[config.mk]
export PLATFORM = sky130hd
export DESIGN_NAME = cpu
export DESIGN_NICKNAME = d
export VERILOG_FILES = /design/src/hw/cpu_pkg.sv /design/src/hw/alu.sv /design/src/hw/cpu.sv /design/src/hw/decode.sv /design/src/hw/execute.sv /design/src/hw/fetch.sv /design/src/hw/interrupt_ctrl.sv
export VERILOG_INCLUDE_DIRS = /design/src /design/src/hw
export SDC_FILE = /design/constraint.sdc
export NUM_CORES = 1
export LEC_CHECK = 0
export BUFFER_PORTS_ARGS = -buffer_cell sky130_fd_sc_hd__buf_2
export CAP_MARGIN = 20
export CORE_UTILIZATION = 32
export CTS_BUF_LIST = sky130_fd_sc_hd__clkbuf_4
export CTS_CLUSTER_DIAMETER = 50
export DETAILED_ROUTE_END_ITERATION = 10
export PLACE_DENSITY_LB_ADDON = 0.3
export SLEW_MARGIN = 15
export SYNTH_ARGS = -nofsm -noshare
export SYNTH_HDL_FRONTEND = slang
export SYNTH_HIERARCHICAL = 1
export SYNTH_SLANG_ARGS = --single-unit
[constraint.sdc]
create_clock -name clk -period 3.9 [get_ports clk]
set_input_delay 0.39 -clock clk [delete_from_list [all_inputs] [get_ports clk]]
set_output_delay 0.39 -clock clk [all_outputs]
set_load 0.005 [all_outputs]
[src/hw/cpu_cfg.svh]
`ifndef CPU_CFG_SVH
`define CPU_CFG_SVH

`define CPU_DATA_W     4
`define CPU_OPCODE_W   12
`define CPU_PC_W       8
`define CPU_MEM_ADDR_W 8
`define CPU_IRQ_COUNT  15

// Instruction class in opcode[11:8], operand in opcode[7:0]
`define CPU_OP_LDA_I 4'h0
`define CPU_OP_LDB_I 4'h1
`define CPU_OP_ALU   4'h2 // Operation select in operand[2:0]
`define CPU_OP_LDM   4'h3
`define CPU_OP_STM   4'h4
`define CPU_OP_JP    4'h5
`define CPU_OP_JPZ   4'h6
`define CPU_OP_FLAG  4'h7 // operand[1:0] selects SED, CLD, EI, DI
`define CPU_OP_RETI  4'h8

`endif

[src/hw/cpu_pkg.sv]
`include "cpu_cfg.svh"

package cpu_pkg;

  typedef enum logic [2:0] {
    ALU_ADD    = 3'd0,
    ALU_ADC    = 3'd1,
    ALU_SUB    = 3'd2,
    ALU_AND    = 3'd3,
    ALU_OR     = 3'd4,
    ALU_XOR    = 3'd5,
    ALU_PASS_B = 3'd6 // Routes immediates and memory data into A or B
  } alu_op;

  typedef struct packed {
    logic                     valid;
    logic [`CPU_PC_W-1:0]     pc;
    logic [`CPU_OPCODE_W-1:0] opcode;
  } fetch_slot;

  typedef struct packed {
    logic                 valid;
    logic [`CPU_PC_W-1:0] pc; // Still meaningful on bubbles after a jump
    logic                 dest_b;
    logic                 load_imm;
    logic                 use_alu;
    alu_op                op;
    logic                 mem_read;
    logic                 mem_write;
    logic                 jump_z;
    logic                 reti;
    logic                 set_decimal;
    logic                 clr_decimal;
    logic                 set_ie;
    logic                 clr_ie;
    logic [7:0]           operand;
  } decoded_instr;

  typedef struct packed {
    logic                 take;
    logic [`CPU_PC_W-1:0] target;
  } redirect;

endpackage

[src/hw/alu.sv]
`timescale 1ns/1ps
`include "cpu_cfg.svh"

module alu import cpu_pkg::*; (
  input  alu_op                  op,
  input  logic [`CPU_DATA_W-1:0] a,
  input  logic [`CPU_DATA_W-1:0] b,
  input  logic                   carry_in,
  input  logic                   decimal_in,
  output logic [`CPU_DATA_W-1:0] result,
  output logic                   carry_out,
  output logic                   zero_out
);
  logic [`CPU_DATA_W:0] wide;

  always_comb begin
    wide      = '0;
    result    = a;
    carry_out = carry_in; // Logic operations keep the old carry
    case (op)
      ALU_ADD, ALU_ADC: begin
        wide = a + b + ((op == ALU_ADC) && carry_in);
        if (decimal_in && (wide > 'd9)) begin
          wide      = wide + 'd6; // BCD adjust, low nibble stays right after wrap
          carry_out = 1'b1;
        end else begin
          carry_out = wide[`CPU_DATA_W];
        end
        result = wide[`CPU_DATA_W-1:0];
      end
      ALU_SUB: begin
        wide      = a - b;
        result    = wide[`CPU_DATA_W-1:0];
        carry_out = wide[`CPU_DATA_W]; // Borrow
      end
      ALU_AND:    result = a & b;
      ALU_OR:     result = a | b;
      ALU_XOR:    result = a ^ b;
      ALU_PASS_B: result = b;
      default:    result = a;
    endcase
  end

  assign zero_out = (result == '0);

endmodule

[src/hw/cpu.sv]
`timescale 1ns/1ps
`include "cpu_cfg.svh"

module cpu import cpu_pkg::*; (
  input  logic                       clk,
  input  logic                       clk_en,
  input  logic                       rst_n,
  output logic [`CPU_PC_W-1:0]       rom_addr,
  input  logic [`CPU_OPCODE_W-1:0]   rom_data,
  output logic                       memory_write_en,
  output logic                       memory_read_en,
  output logic [`CPU_MEM_ADDR_W-1:0] memory_addr,
  output logic [`CPU_DATA_W-1:0]     memory_write_data,
  input  logic [`CPU_DATA_W-1:0]     memory_read_data,
  input  logic [`CPU_IRQ_COUNT-1:0]  interrupt_req
);
  fetch_slot            slot;
  decoded_instr         instr;
  redirect              dec_redirect;
  redirect              exe_redirect;
  logic                 irq_pending;
  logic [3:0]           irq_index;
  logic                 irq_taken;
  logic                 ie;
  logic [`CPU_PC_W-1:0] oldest_pc;
  logic [`CPU_PC_W-1:0] return_pc;

  fetch fetch (
    .clk         (clk),
    .clk_en      (clk_en),
    .rst_n       (rst_n),
    .rom_addr    (rom_addr),
    .rom_data    (rom_data),
    .dec_redirect(dec_redirect),
    .exe_redirect(exe_redirect),
    .irq_pending (irq_pending),
    .irq_index   (irq_index),
    .ie          (ie),
    .oldest_pc   (oldest_pc),
    .irq_taken   (irq_taken),
    .slot        (slot),
    .return_pc   (return_pc)
  );

  decode decoder (
    .clk         (clk),
    .clk_en      (clk_en),
    .rst_n       (rst_n),
    .slot        (slot),
    .flush       (exe_redirect.take || irq_taken),
    .instr       (instr),
    .dec_redirect(dec_redirect)
  );

  execute execute (
    .clk              (clk),
    .clk_en           (clk_en),
    .rst_n            (rst_n),
    .instr            (instr),
    .irq_taken        (irq_taken),
    .return_pc        (return_pc),
    .memory_read_en   (memory_read_en),
    .memory_write_en  (memory_write_en),
    .memory_addr      (memory_addr),
    .memory_write_data(memory_write_data),
    .memory_read_data (memory_read_data),
    .exe_redirect     (exe_redirect),
    .ie               (ie),
    .oldest_pc        (oldest_pc)
  );

  interrupt_ctrl interrupts (
    .clk          (clk),
    .clk_en       (clk_en),
    .rst_n        (rst_n),
    .interrupt_req(interrupt_req),
    .irq_taken    (irq_taken),
    .irq_pending  (irq_pending),
    .irq_index    (irq_index)
  );

endmodule

[src/hw/decode.sv]
`timescale 1ns/1ps
`include "cpu_cfg.svh"

module decode import cpu_pkg::*; (
  input  logic         clk,
  input  logic         clk_en,
  input  logic         rst_n,
  input  fetch_slot    slot,
  input  logic         flush,
  output decoded_instr instr,
  output redirect      dec_redirect
);
  logic [3:0]   op_class;
  decoded_instr dec;

  assign op_class = slot.opcode[`CPU_OPCODE_W-1 -: 4];

  // **************************************************
  // Class decode
  // **************************************************
  always_comb begin
    dec         = '0;
    dec.valid   = slot.valid;
    dec.pc      = slot.pc;
    dec.operand = slot.opcode[7:0];
    dec.op      = ALU_PASS_B;
    case (op_class)
      `CPU_OP_LDA_I: dec.load_imm = 1'b1;
      `CPU_OP_LDB_I: begin
        dec.load_imm = 1'b1;
        dec.dest_b   = 1'b1;
      end
      `CPU_OP_ALU: begin
        dec.use_alu = 1'b1;
        dec.op      = alu_op'(slot.opcode[2:0]);
      end
      `CPU_OP_LDM:  dec.mem_read  = 1'b1;
      `CPU_OP_STM:  dec.mem_write = 1'b1;
      `CPU_OP_JPZ:  dec.jump_z    = 1'b1;
      `CPU_OP_FLAG: begin
        case (slot.opcode[1:0])
          2'd0:    dec.set_decimal = 1'b1;
          2'd1:    dec.clr_decimal = 1'b1;
          2'd2:    dec.set_ie      = 1'b1;
          default: dec.clr_ie      = 1'b1;
        endcase
      end
      `CPU_OP_RETI: dec.reti = 1'b1;
      default: ; // JP is finished here, unused classes run as NOP
    endcase
  end

  // JP leaves the pipe a step early and costs one bubble
  assign dec_redirect.take   = slot.valid && (op_class == `CPU_OP_JP);
  assign dec_redirect.target = slot.opcode[`CPU_PC_W-1:0];

  always_ff @(posedge clk) begin
    if (!rst_n) begin
      instr <= '0;
    end else if (clk_en) begin
      instr <= dec;
      if (flush) instr.valid <= 1'b0;
    end
  end

endmodule

[src/hw/execute.sv]
`timescale 1ns/1ps
`include "cpu_cfg.svh"

module execute import cpu_pkg::*; (
  input  logic                       clk,
  input  logic                       clk_en,
  input  logic                       rst_n,
  input  decoded_instr               instr,
  input  logic                       irq_taken,
  input  logic [`CPU_PC_W-1:0]       return_pc,
  output logic                       memory_read_en,
  output logic                       memory_write_en,
  output logic [`CPU_MEM_ADDR_W-1:0] memory_addr,
  output logic [`CPU_DATA_W-1:0]     memory_write_data,
  input  logic [`CPU_DATA_W-1:0]     memory_read_data,
  output redirect                    exe_redirect,
  output logic                       ie,
  output logic [`CPU_PC_W-1:0]       oldest_pc
);
  logic [`CPU_DATA_W-1:0] reg_a;
  logic [`CPU_DATA_W-1:0] reg_b;
  logic                   zero;
  logic                   carry;
  logic                   decimal;
  logic                   active;
  logic [`CPU_DATA_W-1:0] alu_b;
  logic [`CPU_DATA_W-1:0] alu_result;
  logic                   alu_carry;
  logic                   alu_zero;
  logic                   redir_q;
  logic [`CPU_PC_W-1:0]   redir_target_q;

  // An interrupt displaces the instruction here, it reruns after RETI
  assign active = instr.valid && !irq_taken;

  assign memory_read_en    = active && instr.mem_read;
  assign memory_write_en   = active && instr.mem_write;
  assign memory_addr       = instr.operand[`CPU_MEM_ADDR_W-1:0];
  assign memory_write_data = reg_a;

  always_comb begin
    alu_b = reg_b;
    if (instr.load_imm) alu_b = instr.operand[`CPU_DATA_W-1:0];
    else if (instr.mem_read) alu_b = memory_read_data;
  end

  alu alu (
    .op        (instr.op),
    .a         (reg_a),
    .b         (alu_b),
    .carry_in  (carry),
    .decimal_in(decimal),
    .result    (alu_result),
    .carry_out (alu_carry),
    .zero_out  (alu_zero)
  );

  // **************************************************
  // Flow control
  // **************************************************
  assign exe_redirect.take   = instr.valid && ((instr.jump_z && zero) || instr.reti);
  assign exe_redirect.target = instr.reti ? return_pc : instr.operand[`CPU_PC_W-1:0];

  // The flush bubble right after a redirect holds a stale PC
  assign oldest_pc = redir_q ? redir_target_q : instr.pc;

  always_ff @(posedge clk) begin
    if (!rst_n) begin
      reg_a   <= '0;
      reg_b   <= '0;
      zero    <= 1'b0;
      carry   <= 1'b0;
      decimal <= 1'b0;
      ie      <= 1'b0;
      redir_q <= 1'b0;
    end else if (clk_en) begin
      redir_q <= exe_redirect.take;
      if (active && (instr.load_imm || instr.mem_read || instr.use_alu)) begin
        if (instr.dest_b) reg_b <= alu_result;
        else reg_a <= alu_result;
      end
      if (active && instr.use_alu) begin
        zero  <= alu_zero;
        carry <= alu_carry;
      end
      if (active && instr.set_decimal) decimal <= 1'b1;
      if (active && instr.clr_decimal) decimal <= 1'b0;
      if (irq_taken) ie <= 1'b0;
      else if (active && (instr.set_ie || instr.reti)) ie <= 1'b1;
      else if (active && instr.clr_ie) ie <= 1'b0;
    end
  end

  always_ff @(posedge clk) begin
    if (clk_en && exe_redirect.take) redir_target_q <= exe_redirect.target;
  end

endmodule

[src/hw/fetch.sv]
`timescale 1ns/1ps
`include "cpu_cfg.svh"

module fetch import cpu_pkg::*; (
  input  logic                     clk,
  input  logic                     clk_en,
  input  logic                     rst_n,
  output logic [`CPU_PC_W-1:0]     rom_addr,
  input  logic [`CPU_OPCODE_W-1:0] rom_data,
  input  redirect                  dec_redirect,
  input  redirect                  exe_redirect,
  input  logic                     irq_pending,
  input  logic [3:0]               irq_index,
  input  logic                     ie,
  input  logic [`CPU_PC_W-1:0]     oldest_pc,
  output logic                     irq_taken,
  output fetch_slot                slot,
  output logic [`CPU_PC_W-1:0]     return_pc
);
  logic [`CPU_PC_W-1:0] pc;
  logic [`CPU_PC_W-1:0] next_pc;
  logic                 squash;

  assign rom_addr  = pc;
  assign irq_taken = ie && irq_pending && !exe_redirect.take && !dec_redirect.take;
  assign squash    = exe_redirect.take || dec_redirect.take || irq_taken;

  always_comb begin
    if (exe_redirect.take) next_pc = exe_redirect.target;
    else if (dec_redirect.take) next_pc = dec_redirect.target;
    else if (irq_taken) next_pc = `CPU_PC_W'(irq_index) + 1'b1; // Vector 0 is reset
    else next_pc = pc + 1'b1;
  end

  always_ff @(posedge clk) begin
    if (!rst_n) begin
      pc   <= '0;
      slot <= '0;
    end else if (clk_en) begin
      pc          <= next_pc;
      slot.valid  <= !squash;
      slot.pc     <= squash ? next_pc : pc; // A dead slot carries the PC that follows it
      slot.opcode <= rom_data;
    end
  end

  always_ff @(posedge clk) begin
    if (clk_en && irq_taken) return_pc <= oldest_pc;
  end

endmodule

[src/hw/interrupt_ctrl.sv]
`timescale 1ns/1ps
`include "cpu_cfg.svh"

module interrupt_ctrl (
  input  logic                      clk,
  input  logic                      clk_en,
  input  logic                      rst_n,
  input  logic [`CPU_IRQ_COUNT-1:0] interrupt_req,
  input  logic                      irq_taken,
  output logic                      irq_pending,
  output logic [3:0]                irq_index
);
  logic [`CPU_IRQ_COUNT-1:0] req_q;
  logic [`CPU_IRQ_COUNT-1:0] latched;
  logic [`CPU_IRQ_COUNT-1:0] served;

  assign served      = {{(`CPU_IRQ_COUNT-1){1'b0}}, irq_taken} << irq_index;
  assign irq_pending = |latched;

  // Lowest index wins
  always_comb begin
    irq_index = '0;
    for (int i = `CPU_IRQ_COUNT - 1; i >= 0; i--) begin
      if (latched[i]) irq_index = 4'(i);
    end
  end

  always_ff @(posedge clk) begin
    if (!rst_n) begin
      req_q   <= '0;
      latched <= '0;
    end else if (clk_en) begin
      req_q   <= interrupt_req;
      latched <= (latched & ~served) | (interrupt_req & ~req_q); // A new edge beats the clear
    end
  end

endmodule

== Yosys cells after proc, flatten, opt, wreduce, memory -nomap -nowiden ==
Cells that the tools add are included.

* Register bits after elaboration: 119
* Bits in latches: 0
* Memory bits (writable): 0
* Memory bits (read-only): 0
* Output and inout port bits: 22
* Logic and storage cells: 155
* Memories: 0

* Add/subtract/negate cells: 6
* Multipliers: 0
* Divide/modulo/power cells: 0
* Magnitude comparators: 1
* Eq/ne operators: 16
* Shift operators: 1
* Muxes and demuxes: 45
* Bitwise operators: 9
* Reductions and logical operators: 47

{| class="wikitable"
|+ Operators with widths
! cell !! count
|-
| 4-bit 2-to-1 mux || 20
|-
| 8-bit 2-to-1 mux || 6
|-
| 15-bit AND || 2
|-
| 15-bit NOT || 2
|-
| 4-bit one-hot mux with 6 select lines || 1
|-
| 1-bit logical AND || 19
|-
| 1-bit 2-to-1 mux || 17
|-
| 4-bit by 3-bit equality test with 1-bit output (second input constant) || 4
|-
| 15-bit bitwise OR || 1
|-
| 15-bit OR reduction || 1
|-
| 1-bit by 4-bit left shift with 15-bit output || 1
|-
| 3-bit equality test (second input constant) || 3
|-
| 3-bit AND reduction || 3
|-
| 8-bit by 1-bit adder with 8-bit output (second input constant) || 1
|-
| 4-bit by 2-bit equality test with 1-bit output (second input constant) || 2
|-
| 4-bit logical NOT || 2
|-
| 1-bit logical OR || 7
|-
| 3-bit by 2-bit equality test with 1-bit output (second input constant) || 2
|-
| 2-bit AND reduction || 3
|-
| 4-bit by 1-bit adder with 5-bit output (second input constant) || 1
|-
| 4-bit by 4-bit adder with 5-bit output || 1
|-
| 5-bit by 1-bit adder with 5-bit output || 1
|-
| 5-bit by 4-bit > comparator with 1-bit output (second input constant) || 1
|-
| 4-bit by 4-bit subtractor with 5-bit output || 1
|-
| 18 further kinds || 23
|}

== Logic depth before layout (Yosys ltp) ==
* Depth after elaboration: 20
* Gate-level depth with buffers: 16
* Gate-level depth less buffers: 15

== By module ==
Netlist, hierarchy kept.

{| class="wikitable"
|+ Modules (own cells, without submodules)
! module !! instances !! cells each !! area each (sq um) !! seq. area each (sq um)
|-
| fetch || 1 || 179 || 1803.0 || 820.8
|-
| interrupt_ctrl || 1 || 175 || 1521.5 || 600.6
|-
| decode || 1 || 126 || 1301.2 || 620.6
|-
| execute || 1 || 110 || 1147.4 || 500.5
|-
| alu || 1 || 102 || 770.7 || 0.0
|-
| cpu || 1 || 1 || 6.3 || 0.0
|}

== Worst setup path before layout ==
Ideal clock, no wire load.

* Kind: register to register
* Start point: reg decoder/instr[16] (netlist name)
* End point: reg execute.zero
* Library setup time: 0.074 ns
* Arrival: 3.075 ns
* Required time: 3.826 ns
* Path slack: 0.750 ns
* Stages on the path, launching flop included: 16
* Path buffers: 2
* Period minus slack after synthesis: 3.150 ns
* Cell sequence: dfxtp_1 clkbuf_1 buf_2 nand3_1 fa_1 inv_1 fa_1 inv_1 ha_1 nor2b_1 a41oi_4 mux2i_1 a21o_1 nor4_2 nand2_1 o21ai_0

* Cells in the longest elaborated chain, start to end: 8
* Elaborated cells on any way between the ends: 16
* Classes of those cells: 2 x add/sub; 1 x order compare; 6 x eq/ne; 2 x mux; 5 x reduce/logical

{| class="wikitable"
|+ RTL lines
! element !! line !! RTL
|-
| 3-bit by 1-bit equality test with 1-bit output || alu.sv:20, alu.sv:22 ||
|-
| 1-bit logical AND || alu.sv:22 || <nowiki>wide = a + b + ((op == ALU_ADC) && carry_in);</nowiki>
|-
| 5-bit by 1-bit adder with 5-bit output || alu.sv:22 ||
|-
| 5-bit by 4-bit > comparator with 1-bit output || alu.sv:23 || <nowiki>if (decimal_in && (wide > 'd9)) begin</nowiki>
|-
| 1-bit logical AND || alu.sv:23 ||
|-
| 4-bit 2-to-1 mux || alu.sv:23 ||
|-
| 4-bit one-hot mux with 6 select lines (*) || alu.sv:20 || <nowiki>case (op)</nowiki>
|-
| named net execute.alu_result[2] || execute.sv:27 || <nowiki>logic [`CPU_DATA_W-1:0] alu_result;</nowiki>
|-
| 4-bit logical NOT (*) || alu.sv:44 || <nowiki>assign zero_out = (result == '0);</nowiki>
|-
| named net execute.alu_zero || execute.sv:29 || <nowiki>logic alu_zero;</nowiki>
|-
| to (signal assigned) || execute.sv:83 || <nowiki>zero <= alu_zero;</nowiki>
|-
| to (decl) || execute.sv:22 || <nowiki>logic zero;</nowiki>
|}

The timed path passes the listed nets; every way through them passes the cells marked *.
A chain may end at the register's enable or synchronous reset.

== Worst setup path after layout ==
* Start point: reg decoder/instr[15] (netlist name)
* End point: reg execute.zero

* Cells in the longest elaborated chain, start to end: 9
* Elaborated cells on any way between the ends: 14
* Classes of those cells: 4 x add/sub; 1 x order compare; 4 x mux; 3 x bitwise; 2 x reduce/logical

{| class="wikitable"
|+ RTL lines
! element !! line !! RTL
|-
| 4-bit 2-to-1 mux (*) || execute.sv:44 || <nowiki>else if (instr.mem_read) alu_b = memory_read_data;</nowiki>
|-
| 4-bit 2-to-1 mux (*) || execute.sv:43 || <nowiki>if (instr.load_imm) alu_b = instr.operand[`CPU_DATA_W-1:0];</nowiki>
|-
| named net execute.alu_b[0] || execute.sv:26 || <nowiki>logic [`CPU_DATA_W-1:0] alu_b;</nowiki>
|-
| 4-bit by 4-bit adder with 5-bit output || alu.sv:22 ||
|-
| 5-bit by 1-bit adder with 5-bit output || alu.sv:22 ||
|-
| 5-bit by 4-bit > comparator with 1-bit output || alu.sv:23 ||
|-
| 1-bit logical AND || alu.sv:23 ||
|-
| 4-bit 2-to-1 mux || alu.sv:23 ||
|-
| 4-bit one-hot mux with 6 select lines (*) || alu.sv:20 ||
|-
| named net execute.alu_result[2] || execute.sv:27 ||
|-
| 4-bit logical NOT (*) || alu.sv:44 ||
|-
| named net execute.alu_zero || execute.sv:29 ||
|}

Marks and branches as above.

==> impl_results.rst <==
.. list-table::
   :header-rows: 1

   * - Metric
     - Value
   * - Average cell area after synthesis
     - 9.45 sq um
   * - M3 GR Usage
     - 3.77%
   * - Leakage Power
     - 2.85 nW
   * - Critical path buffers and inverters
     - 3
   * - Launching point of the worst reg2reg path
     - decoder/instr[15]
   * - Setup crit end kind
     - register
   * - Xor/xnor cell area share of the yosys netlist
     - 1.07%
   * - Total negative slack for setup checks
     - 0 ps
   * - Hold path endpoint
     - interrupts/req_q[6]
   * - Worst slack after detailed placement
     - 306 ps
   * - Final setup viols
     - 0
   * - Antenna fix cells
     - 0
   * - Fin worst setup slack
     - 449 ps
   * - Critical path startpoint category
     - register
   * - Num rows
     - 51
   * - Final worst path period share
     - 88.5%
   * - Cell type with the highest occurrence count on the critical path
     - sky130_fd_sc_hd__inv_1
   * - Hpwl dp
     - 11,000 um
   * - Slew at the pin closest to its max-slew limit
     - 903 ps
   * - Outcome
     - completed
   * - Kind of path behind the tightest hold check
     - input pin to register
   * - Sequential-to-total area share from yosys stat
     - 38.8%
   * - Die ar.
     - 0.0210 sq mm
   * - RePlAce Congestion
     - 0.862
   * - Clock-pin slew on the worst setup and hold paths
     - 110 ps
   * - Minimum setup slack among reg-to-reg paths
     - 450 ps
   * - Instance count along the most critical hold path
     - 3
   * - Number of input and output port buffers inserted
     - 55
   * - Worst Setup Path Type
     - register to register
   * - Maximum buffer depth of the clock tree
     - 2
   * - FF-to-FF End
     - execute/zero
   * - Average wire per standard cell
     - 15.1 um
   * - Total of warnings raised by yosys
     - 6
   * - FILL cells
     - 2,072
   * - Number of standard cells after synthesis
     - 693
   * - Utilization after layout
     - 36.5%
   * - Busiest grt layer
     - met2
   * - Post-synth EDFFs
     - 16
   * - Number of global-route vias before repair
     - 4,762
   * - Final Critical Period
     - 3450 ps
   * - Synth Area in Compound Gates
     - 16.0%
   * - Met2 Usage GRT
     - 21.7%
   * - Aggregate global routing overflow
     - 0
   * - H-tree level count
     - 4
   * - Layout net count
     - 779
   * - Die Ht
     - 145 um
   * - Insertion delay of the later-clocked pin in the worst-skew pair
     - 530 ps
   * - VDD IR-drop max
     - 0.234 mV
   * - CORE AREA
     - 0.0198 sq mm
   * - Slew headroom
     - 39.8%
   * - Cell area after technology mapping
     - 0.00655 sq mm
   * - Clock skew
     - 26.3 ps
   * - Layout cell share with drive strength beyond 1
     - 18.8%
   * - Hold_ws
     - 110 ps
   * - Required time at the worst-slack endpoint
     - 4360 ps
   * - Longest individual stage delay on the worst path
     - 540 ps
   * - Achievable clock frequency
     - 290 MHz
   * - Iteration count of the initial detailed-routing pass
     - 5
   * - Total via count in the routed design
     - 4,989
   * - Combinational family with the most area after synthesis
     - simple AND/OR/NAND/NOR gates
   * - Maximum number of pins on one net before global-route repair
     - 62
   * - Met1 layer usage reported by global route
     - 20.9%
   * - Prevailing post-synth register cell
     - sky130_fd_sc_hd__dfxtp_1
   * - Worst path slowest cell
     - sky130_fd_sc_hd__dfxtp_1
   * - Share of synthesized flip-flops with an asynchronous set or reset
     - 0%
   * - Total of flip-flops plus latches after synthesis
     - 119
   * - Top-level port count
     - 56
   * - Min-Delay Startpoint
     - interrupt_req[6]
   * - Iteration-0 DRC Markers
     - 278
   * - Adder-cell share of the synthesized area
     - 3.78%
   * - Die extent in x
     - 145 um
   * - Initial antenna violation count
     - 0
   * - Arrival @ worst endpoint
     - 3910 ps
   * - Max-slew violations
     - 0
   * - Clk sink count
     - 119
   * - Register area
     - 0.00254 sq mm
   * - Root Buffer
     - sky130_fd_sc_hd__clkbuf_4
   * - Net count after synthesis
     - 745
   * - Maximum net fanout on the critical path
     - 7
   * - Power density relative to cell area
     - 349 mW/mm^2
   * - Remaining number of nets flagged by the antenna check after routing
     - 0
   * - Final Hold Fails
     - 0
   * - Area of the multi-input gates
     - 0.00358 sq mm
   * - Sum of routed wire length over all layers
     - 15,100 um
   * - Overall fraction of global-route tracks in use
     - 14.8%
   * - Critical path, cell by cell
     - mux2i_1, o21ai_1, inv_1, fa_1, inv_1, fa_1, inv_1, ha_1, nor2b_1, a41oi_4, mux2i_1, a21o_1, nor4_2, nand2_1, o21ai_0
   * - Number of clock buffers inserted by TritonCTS
     - 17
   * - Largest delay share family, worst path
     - adder cells
   * - Multiplexer share of the synthesized area
     - 12.9%
   * - Area added between synthesis and finish
     - 10.1%
   * - Via count normalized by instance count
     - 4.97
   * - Max-cap viol count
     - 0
   * - Global-route wire length before repair
     - 25,000 um
   * - Count of unique library cells instantiated by Yosys
     - 86
   * - Initial core utilization
     - 33.1%
   * - Register-to-Register Path Depth
     - 15
   * - Area share of and/or/nand/nor cells after synthesis
     - 20.8%
   * - Drc violations
     - 0
   * - Clock tree from TritonCTS
     - yes
   * - Setup repair after global routing missed its margin
     - false
per-layer routing:
| metal | wire [um] | vias up |
|---|---|---|
| li1 | - | 2540 |
| met3 | 678 | 11 |
| met5 | 0 | - |
| met4 | 140 | 0 |
| met2 | 6450 | 102 |
| met1 | 7860 | 2336 |
stage by stage:
| stage | area [sq um] | power (mW) | instances |
|---|---|---|---|
| 5_1_grt | 7210 | 2.64 | 1004 |
| 2_1_floorplan | 6550 | 1.59 | 693 |
| 4_1_cts | 7210 | 2.55 | 1004 |
| 3_3_place_gp | 6940 | 1.68 | 973 |
| 3_5_place_dp | 6940 | 1.68 | 973 |
| 6_report | 7210 | 2.52 | 1004 |
state kept, by name, summed over array words and instances, names as in the netlist:
register and cells:
interrupts/req_q 15, execute/zero 1, execute/memory_write_data 4, fetch/rom_addr 8, execute/ie 1, execute/decimal 1
decoder/instr 31, execute/carry 1, fetch/slot 21, execute/redir_target_q 8, execute/redir_q 1, fetch/return_pc 8
execute/reg_b 4, interrupts/latched 15
worst max path at each step:
stage	from	slack (ps)	cells past startpoint	end
6_report	decoder/instr[15]	450	15	execute/zero
5_1_grt	decoder/instr[15]	110	15	execute/zero
4_1_cts	decoder/instr[15]	280	15	execute/zero
3_5_place_dp	decoder/instr[15]	310	15	execute/zero
3_3_place_gp	decoder/instr[15]	430	15	execute/zero
2_1_floorplan	decoder/instr[16]	750	15	execute/zero
worst min-delay path, cell delays in order:
cell	delay, ps
sky130_fd_sc_hd__buf_2	80
sky130_fd_sc_hd__mux2i_1	60
sky130_fd_sc_hd__nor2_1	70
logic make-up after synthesis:
family,Yosys count
buf+inv,85
compound gates,145
mux,81
flops,119
xor+xnor,8
simple gates,237
fa+ha+maj,18
report_power, final:
part	leakage, nW	internal, mW	total, mW	switching [mW]
Combinational	1.72	0.138	0.315	0.177
Sequential	0.991	1.28	1.34	0.0517
Clock	0.145	0.409	0.865	0.456
layout by cell type, fill, tap and decap left out, types with 6 or more instances in the layout:
master / instances
sky130_fd_sc_hd__nand3b_1: 15
sky130_fd_sc_hd__nand3_1: 15
sky130_fd_sc_hd__mux2i_1: 63
sky130_fd_sc_hd__o21ai_0: 26
sky130_fd_sc_hd__a31oi_1: 10
sky130_fd_sc_hd__o21ai_1: 8
sky130_fd_sc_hd__mux2_2: 17
sky130_fd_sc_hd__buf_4: 13
sky130_fd_sc_hd__nor2b_1: 42
sky130_fd_sc_hd__a41oi_1: 8
sky130_fd_sc_hd__xnor2_1: 6
sky130_fd_sc_hd__clkbuf_4: 22
sky130_fd_sc_hd__nand2_1: 51
sky130_fd_sc_hd__dfxtp_1: 103
sky130_fd_sc_hd__edfxtp_1: 16
sky130_fd_sc_hd__nand2b_1: 15
sky130_fd_sc_hd__o21a_1: 9
sky130_fd_sc_hd__nor2_1: 41
sky130_fd_sc_hd__and2_1: 7
sky130_fd_sc_hd__inv_1: 31
sky130_fd_sc_hd__buf_2: 54
sky130_fd_sc_hd__a21oi_1: 25
sky130_fd_sc_hd__nor3b_1: 8
sky130_fd_sc_hd__a21boi_0: 6
sky130_fd_sc_hd__nor3_1: 7
sky130_fd_sc_hd__ha_1: 15
cell type report:
class	instances	area share, %
sequential	119	35.2
clock inverter	9	1.46
inverter	33	1.72
clock buffer	22	2.29
multi-input combinational	489	49.6
tap	265	4.60
timing repair buffer	67	5.10
synth_stat cells (all sizes together), types with 16 or more instances:
master  instances  area, sq um
a21oi          25          125
dfxtp         103         2060
edfxtp         16          480
mux2i          63          631
o21ai          34          170
mux2           17          191
nand2          52          198
nor2           41          154
nand3b         16          124
inv            31          116
buf            38          254
nor2b          43          277
what timing repair did:
item | 4_1_cts | 5_1_grt
resized for setup | 0 | 1
endpoints found under the setup margin | 0 | 1
buffers inserted | 0 | 0
hold buffers | 0 | 0
No activity file was read; power rests on OpenSTA's default activity.
